==> src/ddr_settings.svh <==
`ifndef DDR_SETTINGS_SVH
`define DDR_SETTINGS_SVH

// byte address as seen on the Avalon side
`define DDR_ADDR_W 26

// one buffer line, one Avalon beat
`define LINE_W 128

// word bus data width
`define WORD_W 32

// both FIFOs hold four entries
`define FIFO_DEPTH_LOG2 2

`endif

==> src/ddr_pkg.sv <==
`include "ddr_settings.svh"

package ddr_pkg;

  typedef logic [`WORD_W-1:0]     word_t;
  typedef logic [`WORD_W/8-1:0]   byte_mask_t;
  typedef logic [`LINE_W-1:0]     line_t;
  // address bits 25 to 4
  typedef logic [`DDR_ADDR_W-5:0] line_addr_t;
  typedef logic [`DDR_ADDR_W-1:0] avl_addr_t;

  // write-back carries the line, a fetch carries only the index
  typedef struct packed {
    logic       write;
    line_addr_t addr;
    line_t      data;
  } line_cmd_t;

  typedef enum logic [2:0] {
    CACHE_IDLE,
    CACHE_FLUSH,
    CACHE_LOAD,
    CACHE_LOAD_WAIT,
    CACHE_UPDATE,
    CACHE_ACK_HOLD
  } cache_state_t;

  typedef enum logic [1:0] {
    AVL_IDLE,
    AVL_ISSUE,
    AVL_RECEIVE
  } avl_state_t;

endpackage

==> src/avalon_master.sv <==
module avalon_master
  import ddr_pkg::*;
(
  input  logic      clk,
  input  logic      rst,

  input  line_cmd_t i_cmd,
  input  logic      i_cmd_empty,
  output logic      o_cmd_pop,

  input  logic      i_avl_ready,
  input  logic      i_avl_rdata_valid,
  input  line_t     i_avl_rdata,
  output logic      o_avl_read,
  output logic      o_avl_write,
  output avl_addr_t o_avl_addr,
  output line_t     o_avl_wdata,

  output logic      o_rdata_push,
  output line_t     o_rdata
);

  avl_state_t state;

  assign o_cmd_pop = (state == AVL_IDLE) && !i_cmd_empty;

  always_ff @(posedge clk)
  begin
    if (rst)
    begin
      state        <= AVL_IDLE;
      o_avl_read   <= 1'b0;
      o_avl_write  <= 1'b0;
      o_rdata_push <= 1'b0;
    end
    else
    begin
      o_rdata_push <= 1'b0;
      case (state)
        AVL_IDLE:
        begin
          if (!i_cmd_empty)
          begin
            o_avl_read  <= !i_cmd.write;
            o_avl_write <= i_cmd.write;
            state       <= AVL_ISSUE;
          end
        end
        AVL_ISSUE:
        begin
          // waitrequest keeps everything in place
          if (i_avl_ready)
          begin
            o_avl_read  <= 1'b0;
            o_avl_write <= 1'b0;
            state       <= o_avl_read ? AVL_RECEIVE : AVL_IDLE;
          end
        end
        AVL_RECEIVE:
        begin
          if (i_avl_rdata_valid)
          begin
            o_rdata_push <= 1'b1;
            state        <= AVL_IDLE;
          end
        end
        default:
          state <= AVL_IDLE;
      endcase
    end
  end

  always_ff @(posedge clk)
  begin
    if (o_cmd_pop)
    begin
      // line index to byte address
      o_avl_addr  <= {i_cmd.addr, 4'b0000};
      o_avl_wdata <= i_cmd.data;
    end
    if ((state == AVL_RECEIVE) && i_avl_rdata_valid)
      o_rdata <= i_avl_rdata;
  end

  assert property (@(posedge clk) disable iff (rst) !(o_avl_read && o_avl_write))
    else $error("avalon_master: read and write together");

  // a stalled request must not change under the slave
  assert property (@(posedge clk) disable iff (rst)
    (o_avl_read || o_avl_write) && !i_avl_ready |=>
      $stable(o_avl_read) && $stable(o_avl_write) && $stable(o_avl_addr))
    else $error("avalon_master: request changed during waitrequest");

endmodule

==> src/ddr_bridge_top.sv <==
`include "ddr_settings.svh"

module ddr_bridge_top
  import ddr_pkg::*;
(
  input  logic       clk,
  input  logic       rst,

  input  logic       i_membus_req,
  input  logic       i_membus_write,
  input  word_t      i_membus_addr,
  input  word_t      i_membus_data,
  input  byte_mask_t i_membus_wr_mask,
  output logic       o_membus_ack,
  output word_t      o_membus_data,

  input  logic       i_avl_ready,
  input  logic       i_avl_rdata_valid,
  input  line_t      i_avl_rdata,
  output logic       o_avl_read,
  output logic       o_avl_write,
  output avl_addr_t  o_avl_addr,
  output line_t      o_avl_wdata
);

  line_cmd_t ctrl_cmd;
  line_cmd_t fifo_cmd;
  logic      cmd_push;
  logic      cmd_pop;
  logic      cmd_full;
  logic      cmd_empty;

  line_t     master_rdata;
  line_t     fifo_rdata;
  logic      rdata_push;
  logic      rdata_pop;
  logic      rdata_empty;
  // never full, one fetch outstanding at most
  logic      rdata_full;

  line_cache_ctrl line_cache_ctrl_i (
    .clk              (clk),
    .rst              (rst),
    .i_membus_req     (i_membus_req),
    .i_membus_write   (i_membus_write),
    .i_membus_addr    (i_membus_addr),
    .i_membus_data    (i_membus_data),
    .i_membus_wr_mask (i_membus_wr_mask),
    .o_membus_ack     (o_membus_ack),
    .o_membus_data    (o_membus_data),
    .i_cmd_full       (cmd_full),
    .o_cmd_push       (cmd_push),
    .o_cmd            (ctrl_cmd),
    .i_rdata          (fifo_rdata),
    .i_rdata_empty    (rdata_empty),
    .o_rdata_pop      (rdata_pop)
  );

  sync_fifo #(
    .WIDTH      ($bits(line_cmd_t)),
    .DEPTH_LOG2 (`FIFO_DEPTH_LOG2)
  ) cmd_fifo (
    .clk     (clk),
    .rst     (rst),
    .i_push  (cmd_push),
    .i_data  (ctrl_cmd),
    .i_pop   (cmd_pop),
    .o_data  (fifo_cmd),
    .o_empty (cmd_empty),
    .o_full  (cmd_full)
  );

  avalon_master avalon_master_i (
    .clk               (clk),
    .rst               (rst),
    .i_cmd             (fifo_cmd),
    .i_cmd_empty       (cmd_empty),
    .o_cmd_pop         (cmd_pop),
    .i_avl_ready       (i_avl_ready),
    .i_avl_rdata_valid (i_avl_rdata_valid),
    .i_avl_rdata       (i_avl_rdata),
    .o_avl_read        (o_avl_read),
    .o_avl_write       (o_avl_write),
    .o_avl_addr        (o_avl_addr),
    .o_avl_wdata       (o_avl_wdata),
    .o_rdata_push      (rdata_push),
    .o_rdata           (master_rdata)
  );

  sync_fifo #(
    .WIDTH      (`LINE_W),
    .DEPTH_LOG2 (`FIFO_DEPTH_LOG2)
  ) rdata_fifo (
    .clk     (clk),
    .rst     (rst),
    .i_push  (rdata_push),
    .i_data  (master_rdata),
    .i_pop   (rdata_pop),
    .o_data  (fifo_rdata),
    .o_empty (rdata_empty),
    .o_full  (rdata_full)
  );

  assert property (@(posedge clk) disable iff (rst) rdata_push |-> !rdata_full)
    else $error("ddr_bridge_top: more than one fetch outstanding");

endmodule

==> src/line_cache_ctrl.sv <==
`include "ddr_settings.svh"

module line_cache_ctrl
  import ddr_pkg::*;
(
  input  logic       clk,
  input  logic       rst,

  input  logic       i_membus_req,
  input  logic       i_membus_write,
  input  word_t      i_membus_addr,
  input  word_t      i_membus_data,
  input  byte_mask_t i_membus_wr_mask,
  output logic       o_membus_ack,
  output word_t      o_membus_data,

  input  logic       i_cmd_full,
  output logic       o_cmd_push,
  output line_cmd_t  o_cmd,

  input  line_t      i_rdata,
  input  logic       i_rdata_empty,
  output logic       o_rdata_pop
);

  cache_state_t state;
  logic         buf_valid;
  line_addr_t   buf_addr;
  line_t        buf_data;
  line_addr_t   req_line;
  logic [1:0]   word_sel;
  logic         hit;

  assign req_line = i_membus_addr[`DDR_ADDR_W-1:4];
  assign word_sel = i_membus_addr[3:2];
  assign hit      = buf_valid && (buf_addr == req_line);

  // one command per cycle while there is room
  assign o_cmd_push  = ((state == CACHE_FLUSH) || (state == CACHE_LOAD)) && !i_cmd_full;
  assign o_rdata_pop = (state == CACHE_LOAD_WAIT) && !i_rdata_empty;

  always_comb
  begin
    o_cmd.write = (state == CACHE_FLUSH);
    o_cmd.addr  = (state == CACHE_FLUSH) ? buf_addr : req_line;
    o_cmd.data  = buf_data;
  end

  always_ff @(posedge clk)
  begin
    if (rst)
    begin
      state        <= CACHE_IDLE;
      buf_valid    <= 1'b0;
      o_membus_ack <= 1'b0;
    end
    else
    begin
      case (state)
        CACHE_IDLE:
        begin
          if (i_membus_req)
          begin
            if (hit)
              state <= CACHE_UPDATE;
            else if (buf_valid)
              state <= CACHE_FLUSH;
            else
              state <= CACHE_LOAD;
          end
        end
        CACHE_FLUSH:
        begin
          if (!i_cmd_full)
          begin
            buf_valid <= 1'b0;
            state     <= CACHE_LOAD;
          end
        end
        CACHE_LOAD:
        begin
          if (!i_cmd_full)
            state <= CACHE_LOAD_WAIT;
        end
        CACHE_LOAD_WAIT:
        begin
          if (!i_rdata_empty)
          begin
            buf_valid <= 1'b1;
            state     <= CACHE_UPDATE;
          end
        end
        CACHE_UPDATE:
        begin
          o_membus_ack <= 1'b1;
          state        <= CACHE_ACK_HOLD;
        end
        CACHE_ACK_HOLD:
        begin
          // return to zero before the next request
          if (!i_membus_req)
          begin
            o_membus_ack <= 1'b0;
            state        <= CACHE_IDLE;
          end
        end
        default:
          state <= CACHE_IDLE;
      endcase
    end
  end

  always_ff @(posedge clk)
  begin
    if ((state == CACHE_LOAD) && !i_cmd_full)
      buf_addr <= req_line;
    if (o_rdata_pop)
      buf_data <= i_rdata;
    if (state == CACHE_UPDATE)
    begin
      if (i_membus_write)
      begin
        for (int b = 0; b < `WORD_W / 8; b++)
        begin
          if (i_membus_wr_mask[b])
            buf_data[word_sel * `WORD_W + b * 8 +: 8] <= i_membus_data[b * 8 +: 8];
        end
        o_membus_data <= i_membus_data;
      end
      else
        o_membus_data <= buf_data[word_sel * `WORD_W +: `WORD_W];
    end
  end

  // requester may only raise req once the last ack has fallen
  assert property (@(posedge clk) disable iff (rst)
    $rose(i_membus_req) |-> !o_membus_ack)
    else $error("line_cache_ctrl: req rose while ack still high");

endmodule

==> src/sync_fifo.sv <==
`include "ddr_settings.svh"

module sync_fifo #(
  parameter int WIDTH      = `LINE_W,
  parameter int DEPTH_LOG2 = `FIFO_DEPTH_LOG2
) (
  input  logic             clk,
  input  logic             rst,
  input  logic             i_push,
  input  logic [WIDTH-1:0] i_data,
  input  logic             i_pop,
  output logic [WIDTH-1:0] o_data,
  output logic             o_empty,
  output logic             o_full
);

  localparam int DEPTH = 1 << DEPTH_LOG2;

  logic [WIDTH-1:0]    mem [DEPTH];
  logic [DEPTH_LOG2-1:0] wr_ptr;
  logic [DEPTH_LOG2-1:0] rd_ptr;
  logic [DEPTH_LOG2:0]   count;
  logic                do_push;
  logic                do_pop;

  assign do_push = i_push && !o_full;
  assign do_pop  = i_pop && !o_empty;

  assign o_empty = (count == '0);
  assign o_full  = (count == (DEPTH_LOG2 + 1)'(DEPTH));

  // first-word fall-through
  assign o_data = mem[rd_ptr];

  always_ff @(posedge clk)
  begin
    if (do_push)
      mem[wr_ptr] <= i_data;
  end

  always_ff @(posedge clk)
  begin
    if (rst)
    begin
      wr_ptr <= '0;
      rd_ptr <= '0;
      count  <= '0;
    end
    else
    begin
      if (do_push)
        wr_ptr <= wr_ptr + 1'b1;
      if (do_pop)
        rd_ptr <= rd_ptr + 1'b1;
      count <= count + (DEPTH_LOG2 + 1)'(do_push) - (DEPTH_LOG2 + 1)'(do_pop);
    end
  end

  // producer and consumer must respect the flags
  assert property (@(posedge clk) disable iff (rst) i_push |-> !o_full)
    else $error("sync_fifo: push while full");

  assert property (@(posedge clk) disable iff (rst) i_pop |-> !o_empty)
    else $error("sync_fifo: pop while empty");

endmodule

==> config.mk <==
export PLATFORM = sky130hd
export DESIGN_NAME = ddr_bridge_top
export DESIGN_NICKNAME = d
export VERILOG_FILES = /design/src/ddr_pkg.sv /design/src/avalon_master.sv /design/src/ddr_bridge_top.sv /design/src/line_cache_ctrl.sv /design/src/sync_fifo.sv
export VERILOG_INCLUDE_DIRS = /design/src
export SDC_FILE = /design/constraint.sdc
export NUM_CORES = 1
export LEC_CHECK = 0
export ABC_CLOCK_PERIOD_IN_PS = 16800
export BUFFER_PORTS_ARGS = -buffer_cell sky130_fd_sc_hd__clkbuf_2
export CORE_MARGIN = 10
export CORE_UTILIZATION = 43
export CTS_BUF_LIST = sky130_fd_sc_hd__clkbuf_16
export DETAILED_ROUTE_END_ITERATION = 16
export HOLD_SLACK_MARGIN = 0.06
export MAX_ROUTING_LAYER = met4
export PLACE_DENSITY_LB_ADDON = 0.08
export REMOVE_ABC_BUFFERS = 1
export SLEW_MARGIN = 20
export SYNTH_ARGS = -nofsm -noshare
export SYNTH_HDL_FRONTEND = slang
export SYNTH_HIERARCHICAL = 1
export SYNTH_SLANG_ARGS = --single-unit
==> constraint.sdc <==
create_clock -name clk -period 16.8 [get_ports clk]
set_clock_uncertainty 0.15 [all_clocks]
set_input_delay 2.52 -clock clk [delete_from_list [all_inputs] [get_ports clk]]
set_output_delay 2.52 -clock clk [all_outputs]
set_load 0.05 [all_outputs]
**Word level (Yosys, flattened, before mapping)**

Memories as Yosys holds them, arrays and structs flattened. A register that Yosys moved wholly into a read port is not among the register bits.
Index checks and enable logic that the tools add are counted.

- Memories kept: 2
- Logic and storage cells: 144
- RAM bits: 1116
- Output and inout bits: 189
- Input bits: 202
- Register bits after elaboration: 484

Memories:

| memory | words | width | read ports | clocked after memory_dff | write ports | line | RTL |
|---|---|---|---|---|---|---|---|
| cmd_fifo.mem | 4 | 151 | 1 | 1 | 1 | sync_fifo.sv:19 | `logic [WIDTH-1:0] mem [DEPTH];` |
| rdata_fifo.mem | 4 | 128 | 1 | 1 | 1 | sync_fifo.sv:19 |  |

- Shift operators: 9
- Eq/ne operators: 18
- Reductions and logical operators: 29
- Add/sub/neg operators: 15
- Bitwise operators: 1
- Mux-type cells: 51

Operators by type and width:

| cell | number |
|---|---|
| two-way mux 128 bit | 13 |
| bitwise mux 128 bit | 4 |
| variable shift 8 x 34 -> 128 bit (first input constant) | 4 |
| indexed part select 8 x 34 -> 128 bit | 4 |
| indexed part select 128 x 8 -> 32 bit | 1 |
| negator 32 -> 34 bit | 3 |
| negator 7 -> 34 bit | 1 |
| two-way mux 32 bit | 1 |
| == test 22 bit | 1 |
| two-way mux 22 bit | 1 |
| two-way mux 2 bit | 9 |
| two-way mux 3 bit | 6 |
| case mux 3 bit (6 select lines) | 1 |
| adder 7 x 5 -> 8 bit (second input constant) | 2 |
| != test 2 bit (second input constant) | 8 |
| == test 3 bit (second input constant) | 4 |
| two-way mux 1 bit | 11 |
| logical AND 1 bit | 10 |
| logical NOT 3 bit | 3 |
| AND reduction 3 bit | 3 |
| adder 2 x 1 -> 2 bit (second input constant) | 4 |
| adder 7 x 4 -> 8 bit (second input constant) | 1 |
| case mux 1 bit (2 select lines) | 4 |
| adder 3 x 1 -> 3 bit | 2 |
| other kinds (14) | 22 |

**Logic depth before layout (Yosys ltp)**

- Depth after elaboration: 20
- Gate-level depth with buffers: 15
- Mapped depth without buffers: 13

**Hierarchy**

Netlist, hierarchy kept.

By module, submodules not included:

| module | area each (µm²) | sequential area each (µm²) | cells each | times used |
|---|---|---|---|---|
| sync_fifo (cmd_fifo) | 22236.3 | 18317.6 | 840 | 1 |
| sync_fifo (rdata_fifo) | 19034.5 | 15554.9 | 719 | 1 |
| line_cache_ctrl | 9268.9 | 4284.1 | 830 | 1 |
| avalon_master | 8594.5 | 8448.1 | 305 | 1 |

**Worst setup path after synthesis**

Ideal clock, no wire load.

- Path kind: register to register
- Start: register cmd_fifo.count[1]
- End: register cmd_fifo.count[2]
- Required time: 16.525 ns
- Period minus slack after synthesis: 13.322 ns
- Buffers on the path: 0
- Arrival time: 13.048 ns
- Slack: 3.478 ns
- Stages on the path, launching flop included: 12
- Library setup time: 0.125 ns
- Cell sequence: dfxtp_1 > nor3_1 > nor3_1 > o31ai_1 > inv_1 > ha_1 > inv_1 > ha_1 > fa_1 > xnor2_1 > xnor2_1 > nor2_1

- Elaborated cells between the ends (all ways): 10
- Those cells by class: add/sub (2); eq/ne (1); reduce/logical (7)

RTL lines:

| what | line | RTL |
|---|---|---|
| start, declared | sync_fifo.sv:22 | `logic [DEPTH_LOG2:0] count;` |
| start signal, assigned | sync_fifo.sv:55 | `count <= count + (DEPTH_LOG2 + 1)'(do_push) - (DEPTH_LOG2 + 1)'(do_pop);` |
| logical NOT 3 bit | sync_fifo.sv:29 | `assign o_empty = (count == '0);` |
| via cmd_empty | ddr_bridge_top.sv:31 | `logic cmd_empty;` |
| logical NOT 1 bit | avalon_master.sv:25 | `assign o_cmd_pop = (state == AVL_IDLE) && !i_cmd_empty;` |
| logical AND 1 bit | avalon_master.sv:25 |  |
| via cmd_pop | ddr_bridge_top.sv:29 | `logic cmd_pop;` |
| logical AND 1 bit | sync_fifo.sv:27 | `assign do_pop = i_pop && !o_empty;` |
| via cmd_fifo.do_pop | sync_fifo.sv:24 | `logic do_pop;` |
| subtractor 3 x 1 -> 3 bit | sync_fifo.sv:55 |  |

The timed path passes the listed nets, and every way through them passes these cells.
A chain may end at the register's enable or synchronous reset.

**Worst setup path after layout**

- Start: input i_membus_addr[3]
- End: register line_cache_ctrl_i.buf_data[39]

- Cells in the longest elaborated chain, start to end: 18
- Elaborated cells between the ends (all ways): 31
- Those cells by class: add/sub (7); shift (8); mux (16)

Ends and longest elaborated chain:

| what | line | RTL |
|---|---|---|
| start, declared | ddr_bridge_top.sv:11 | `input word_t i_membus_addr,` |
| branches (longest 15 deep; another with negator 32 -> 34 bit) | - |  |
| two-way mux 128 bit * | line_cache_ctrl.sv:125 | `if (i_membus_wr_mask[b])` |
| two-way mux 128 bit * | line_cache_ctrl.sv:121 | `if (i_membus_write)` |
| two-way mux 128 bit * | line_cache_ctrl.sv:119 | `if (state == CACHE_UPDATE)` |
| end signal, assigned | line_cache_ctrl.sv:118 | `buf_data <= i_rdata;` |
| end signal, assigned by index | line_cache_ctrl.sv:126 | `` buf_data[word_sel * `WORD_W + b * 8 +: 8] <= i_membus_data[b * 8 +: 8]; `` |
| end, declared | line_cache_ctrl.sv:29 | `line_t buf_data;` |

Mark *: on every way between the ends. The select of a mux whose other input is x is not followed.

==> metrics.md <==
| Metric | Value |
|---|---|
| Worst Path Arrival | `5460 ps` |
| Worst-Skew Late Latency | `790 ps` |
| Startpoint Class | `input pin` |
| Async SR Flop Fraction | `0%` |
| Worst slew margin | `23.6%` |
| Die extent in x | `391 um` |
| Hold Crit Class | `reg2reg` |
| Total vias in the final route | `28100` |
| Least-Margin Pin Slew | `1140 ps` |
| Worst-path clk slew | `60 ps` |
| Final Critical Period | `4910 ps` |
| Core area | `0.137 sq mm` |
| Setup bufs post-CTS | `0` |
| Hold_buf cts | `0` |
| Overall Global Routing Usage | `19.9%` |
| Row cnt | `136` |
| Pin count of the biggest net entering global routing | `103` |
| Die H | `391 um` |
| # DRC | `0` |
| Cell Pwr Density | `160 mW/mm^2` |
| Critical-path top delay cell | `nor3b_2` |
| Routed WL | `148 mm` |
| H-tree Lvls | `4` |
| Synth area leader | `edfxtp_1` |
| Inserted Clock Buffers | `166` |
| Max-slew violations | `0` |
| Remaining global-route overflow | `0` |
| Worst VDD drop | `144 uV` |
| P&R area growth vs syn | `15.5%` |
| DR WL/cell | `29.1 um` |
| Mapped Avg Cell Area | `22.0 sq um` |
| Max-cap violations | `0` |
| Final setup TNS | `0 ps` |
| Synth unique cells | `51` |
| Post-synth EDFFs | `1448` |
| Clk sinks | `1604` |
| Starting density of the core | `43.2%` |
| Layout cells sized above 1 | `31.7%` |
| Final setup viols | `0` |
| Iteration-0 DRC Markers | `2112` |
| Critical Path Most Common Cell | `a21oi_1` |
| Status | `finished clean` |
| Root buf cell | `clkbuf_16` |
| CTS Buffer Depth | `3` |
| Final period utilization | `29.2%` |
| Yosys top cell area share | `73.5%` |
| Layout Nets | `3371` |
| Post_cts resized | `0` |
| Mapped Area | `0.0591 sq mm` |
| IO Pins | `391` |
| Leakage | `21.6 nW` |
| Register area share after synthesis | `78.8%` |
| Primary FF master, synth | `edfxtp_1` |
| Worst-path cell chain | `buf_4, inv_1, ha_1, nor3b_2, a21oi_1, a21oi_1` |
| CP Class | `in2reg` |
| Vias per cell | `5.50` |
| First-pass GRT wire length | `211 mm` |
| Crit. End Element | `flop` |
| Flops & latches, synth | `1604` |
| Die area | `0.153 sq mm` |
| Ranking of synthesized cells by area | `edfxtp_1 74%, mux4_2 12%, dfxtp_1 5.3%, mux2i_1 2.2%, nand3_1 1.0%` |
| Placer Congestion | `0.731` |
| Initial antenna violation count | `24` |
| Vias in the first global route | `29800` |
| CP max stage delay | `910 ps` |
| Worst-path fanout max | `38` |
| Worst endpoint required time | `17360 ps` |
| Crit-path leading delay family | `buffers and inverters` |
| Post-Synthesis Cells | `2694` |
| Buf+Inv Stages, Crit Path | `2` |
| Yosys warns | `6` |
| CTS tree | `done` |
| Hold Slack | `332 ps` |
| Fmax | `204 MHz` |
| Dpl hpwl | `84.6 mm` |
| Antenna viol nets, final | `0` |
| Port buffer count | `378` |
| RSZ-0062 raised after global routing | `false` |
| Router iterations before antenna repair | `5` |
| Final-report hold violation count | `0` |
[state kept, by name, indices dropped and copies added, names as in the netlist, named ones only]
| name | cells |
|---|---|
| line_cache_ctrl_i/state | 3 |
| rdata_fifo/rd_ptr | 2 |
| cmd_fifo/wr_ptr | 2 |
| cmd_fifo/rd_ptr | 2 |
| avalon_master_i/o_avl_read | 1 |
| rdata_fifo/mem | 512 |
| avalon_master_i/o_avl_write | 1 |
| line_cache_ctrl_i/o_membus_ack | 1 |
| avalon_master_i/o_rdata_push | 1 |
| avalon_master_i/o_avl_addr | 22 |
| avalon_master_i/state | 2 |
| cmd_fifo/count | 3 |
| line_cache_ctrl_i/buf_addr | 22 |
| rdata_fifo/count | 3 |
| avalon_master_i/o_rdata | 128 |
| line_cache_ctrl_i/o_membus_data | 32 |
| cmd_fifo/mem | 604 |
| rdata_fifo/wr_ptr | 2 |
| line_cache_ctrl_i/buf_data | 128 |
| avalon_master_i/o_avl_wdata | 128 |
| line_cache_ctrl_i/buf_valid | 1 |
[cell usage after synthesis, drive strengths merged, types with 5 or more instances]
library cell,number
nand4,5
nand3,122
buf,116
mux4,311
nor3,11
and2,9
nor2b,11
nor3b,7
dfxtp,156
inv,20
nor2,13
mux2i,130
nand2b,6
xnor2,24
clkbuf,23
ha,18
edfxtp,1448
mux2,54
a21oi,29
o21ai,129
and3,15
[logic make-up (layout without fill, tap and decap cells)]
group | after synthesis | count (layout) | synth area share [%]
flops | 1604 | 1604 | 78.8
mux | 495 | 495 | 15.1
simple gates | 217 | 217 | 2.02
compound gates | 170 | 170 | 1.51
buf+inv | 159 | 756 | 1.72
xor+xnor | 28 | 28 | 0.415
fa+ha+maj | 20 | 20 | 0.449
other cells | 1 | 19 | 0.00634
[final timing paths]
kind	from	endpoint	slack, ps	depth (start not counted)
worst max-delay path	i_membus_addr[3]	line_cache_ctrl_i/buf_data[39]$_DFF_P_	11900	6
worst min register to register	rdata_fifo/rd_ptr[1]$_SDFFE_PP0P_	flop	330	2
worst min-delay path	rdata_fifo/rd_ptr[1]$_SDFFE_PP0P_	flop	330	2
worst max register to register	line_cache_ctrl_i/state[0]$_SDFFE_PP0P_	cmd_fifo/mem[2][43]$_DFFE_PP_	12840	6
[report_power, final]
group	internal [mW]	switching [mW]
Clock	2.11	1.49
Sequential	5.08	0.334
Combinational	0.559	1.35
Total	7.75	3.17
[layer usage]
metal	up-vias	part of all wire [%]	track usage (%)
met5	-	0	-
met4	0	2.6	6.00
met3	234	6.0	4.52
met2	814	50	32.7
met1	15000	41	24.5
li1	12100	-	-
[per-stage QoR]
| step | cell area (sq um) | setup slack, ps | util (%) | total power [mW] | instances |
|---|---|---|---|---|---|
| finish | 68300 | 11900 | 49.8 | 10.9 | 5103 |
| global route | 68300 | 11830 | 49.8 | 11.4 | 5102 |
| CTS | 68200 | 11930 | 49.8 | 11.1 | 5088 |
| detailed placement | 62800 | 11150 | 45.9 | 7.47 | 4775 |
| global placement | 62800 | 11210 | 45.9 | 7.43 | 4775 |
| floorplan | 58200 | 3490 | - | 6.89 | 2558 |
[tightest hold or removal path: cells and delay by family, from the launching register on]
family | cells | cell delay [ps]
flip-flops | 1 | 310
AO/OA/AOI/OAI | 2 | 130
[cell usage in the layout, fill, tap and decap left out, types with 5 or more instances in the layout]
master     count
clkinv_1      30
o21ai_0      104
xnor2_1       24
nand2b_1       6
mux2_2        54
nor2b_1       10
buf_4         45
nand4_1        5
and3_1        15
o21ai_1       25
mux4_2       311
inv_1         77
ha_1          18
bufinv_16     16
and2_4         8
edfxtp_1    1448
clkbuf_16    174
a21oi_1       29
nor2_1        12
nand3_1      122
dfxtp_1      152
nor3_2         7
diode_2       15
clkbuf_2     375
clkinv_2      28
mux2i_1      130
[layout make-up]
cell class                      instances  area (sq um)
Fill cell                           11000         68700
Clock inverter                        139          1050
Timing Repair Buffer                  423          2270
Sequential cell                      1604         46600
Clock buffer                          174          4350
Multi-Input combinational cell        934         11600
Tap cell                             1794          2240
Antenna cell                           15          37.5
Inverter                               20          75.1
Power figures use the tool's default switching activity.
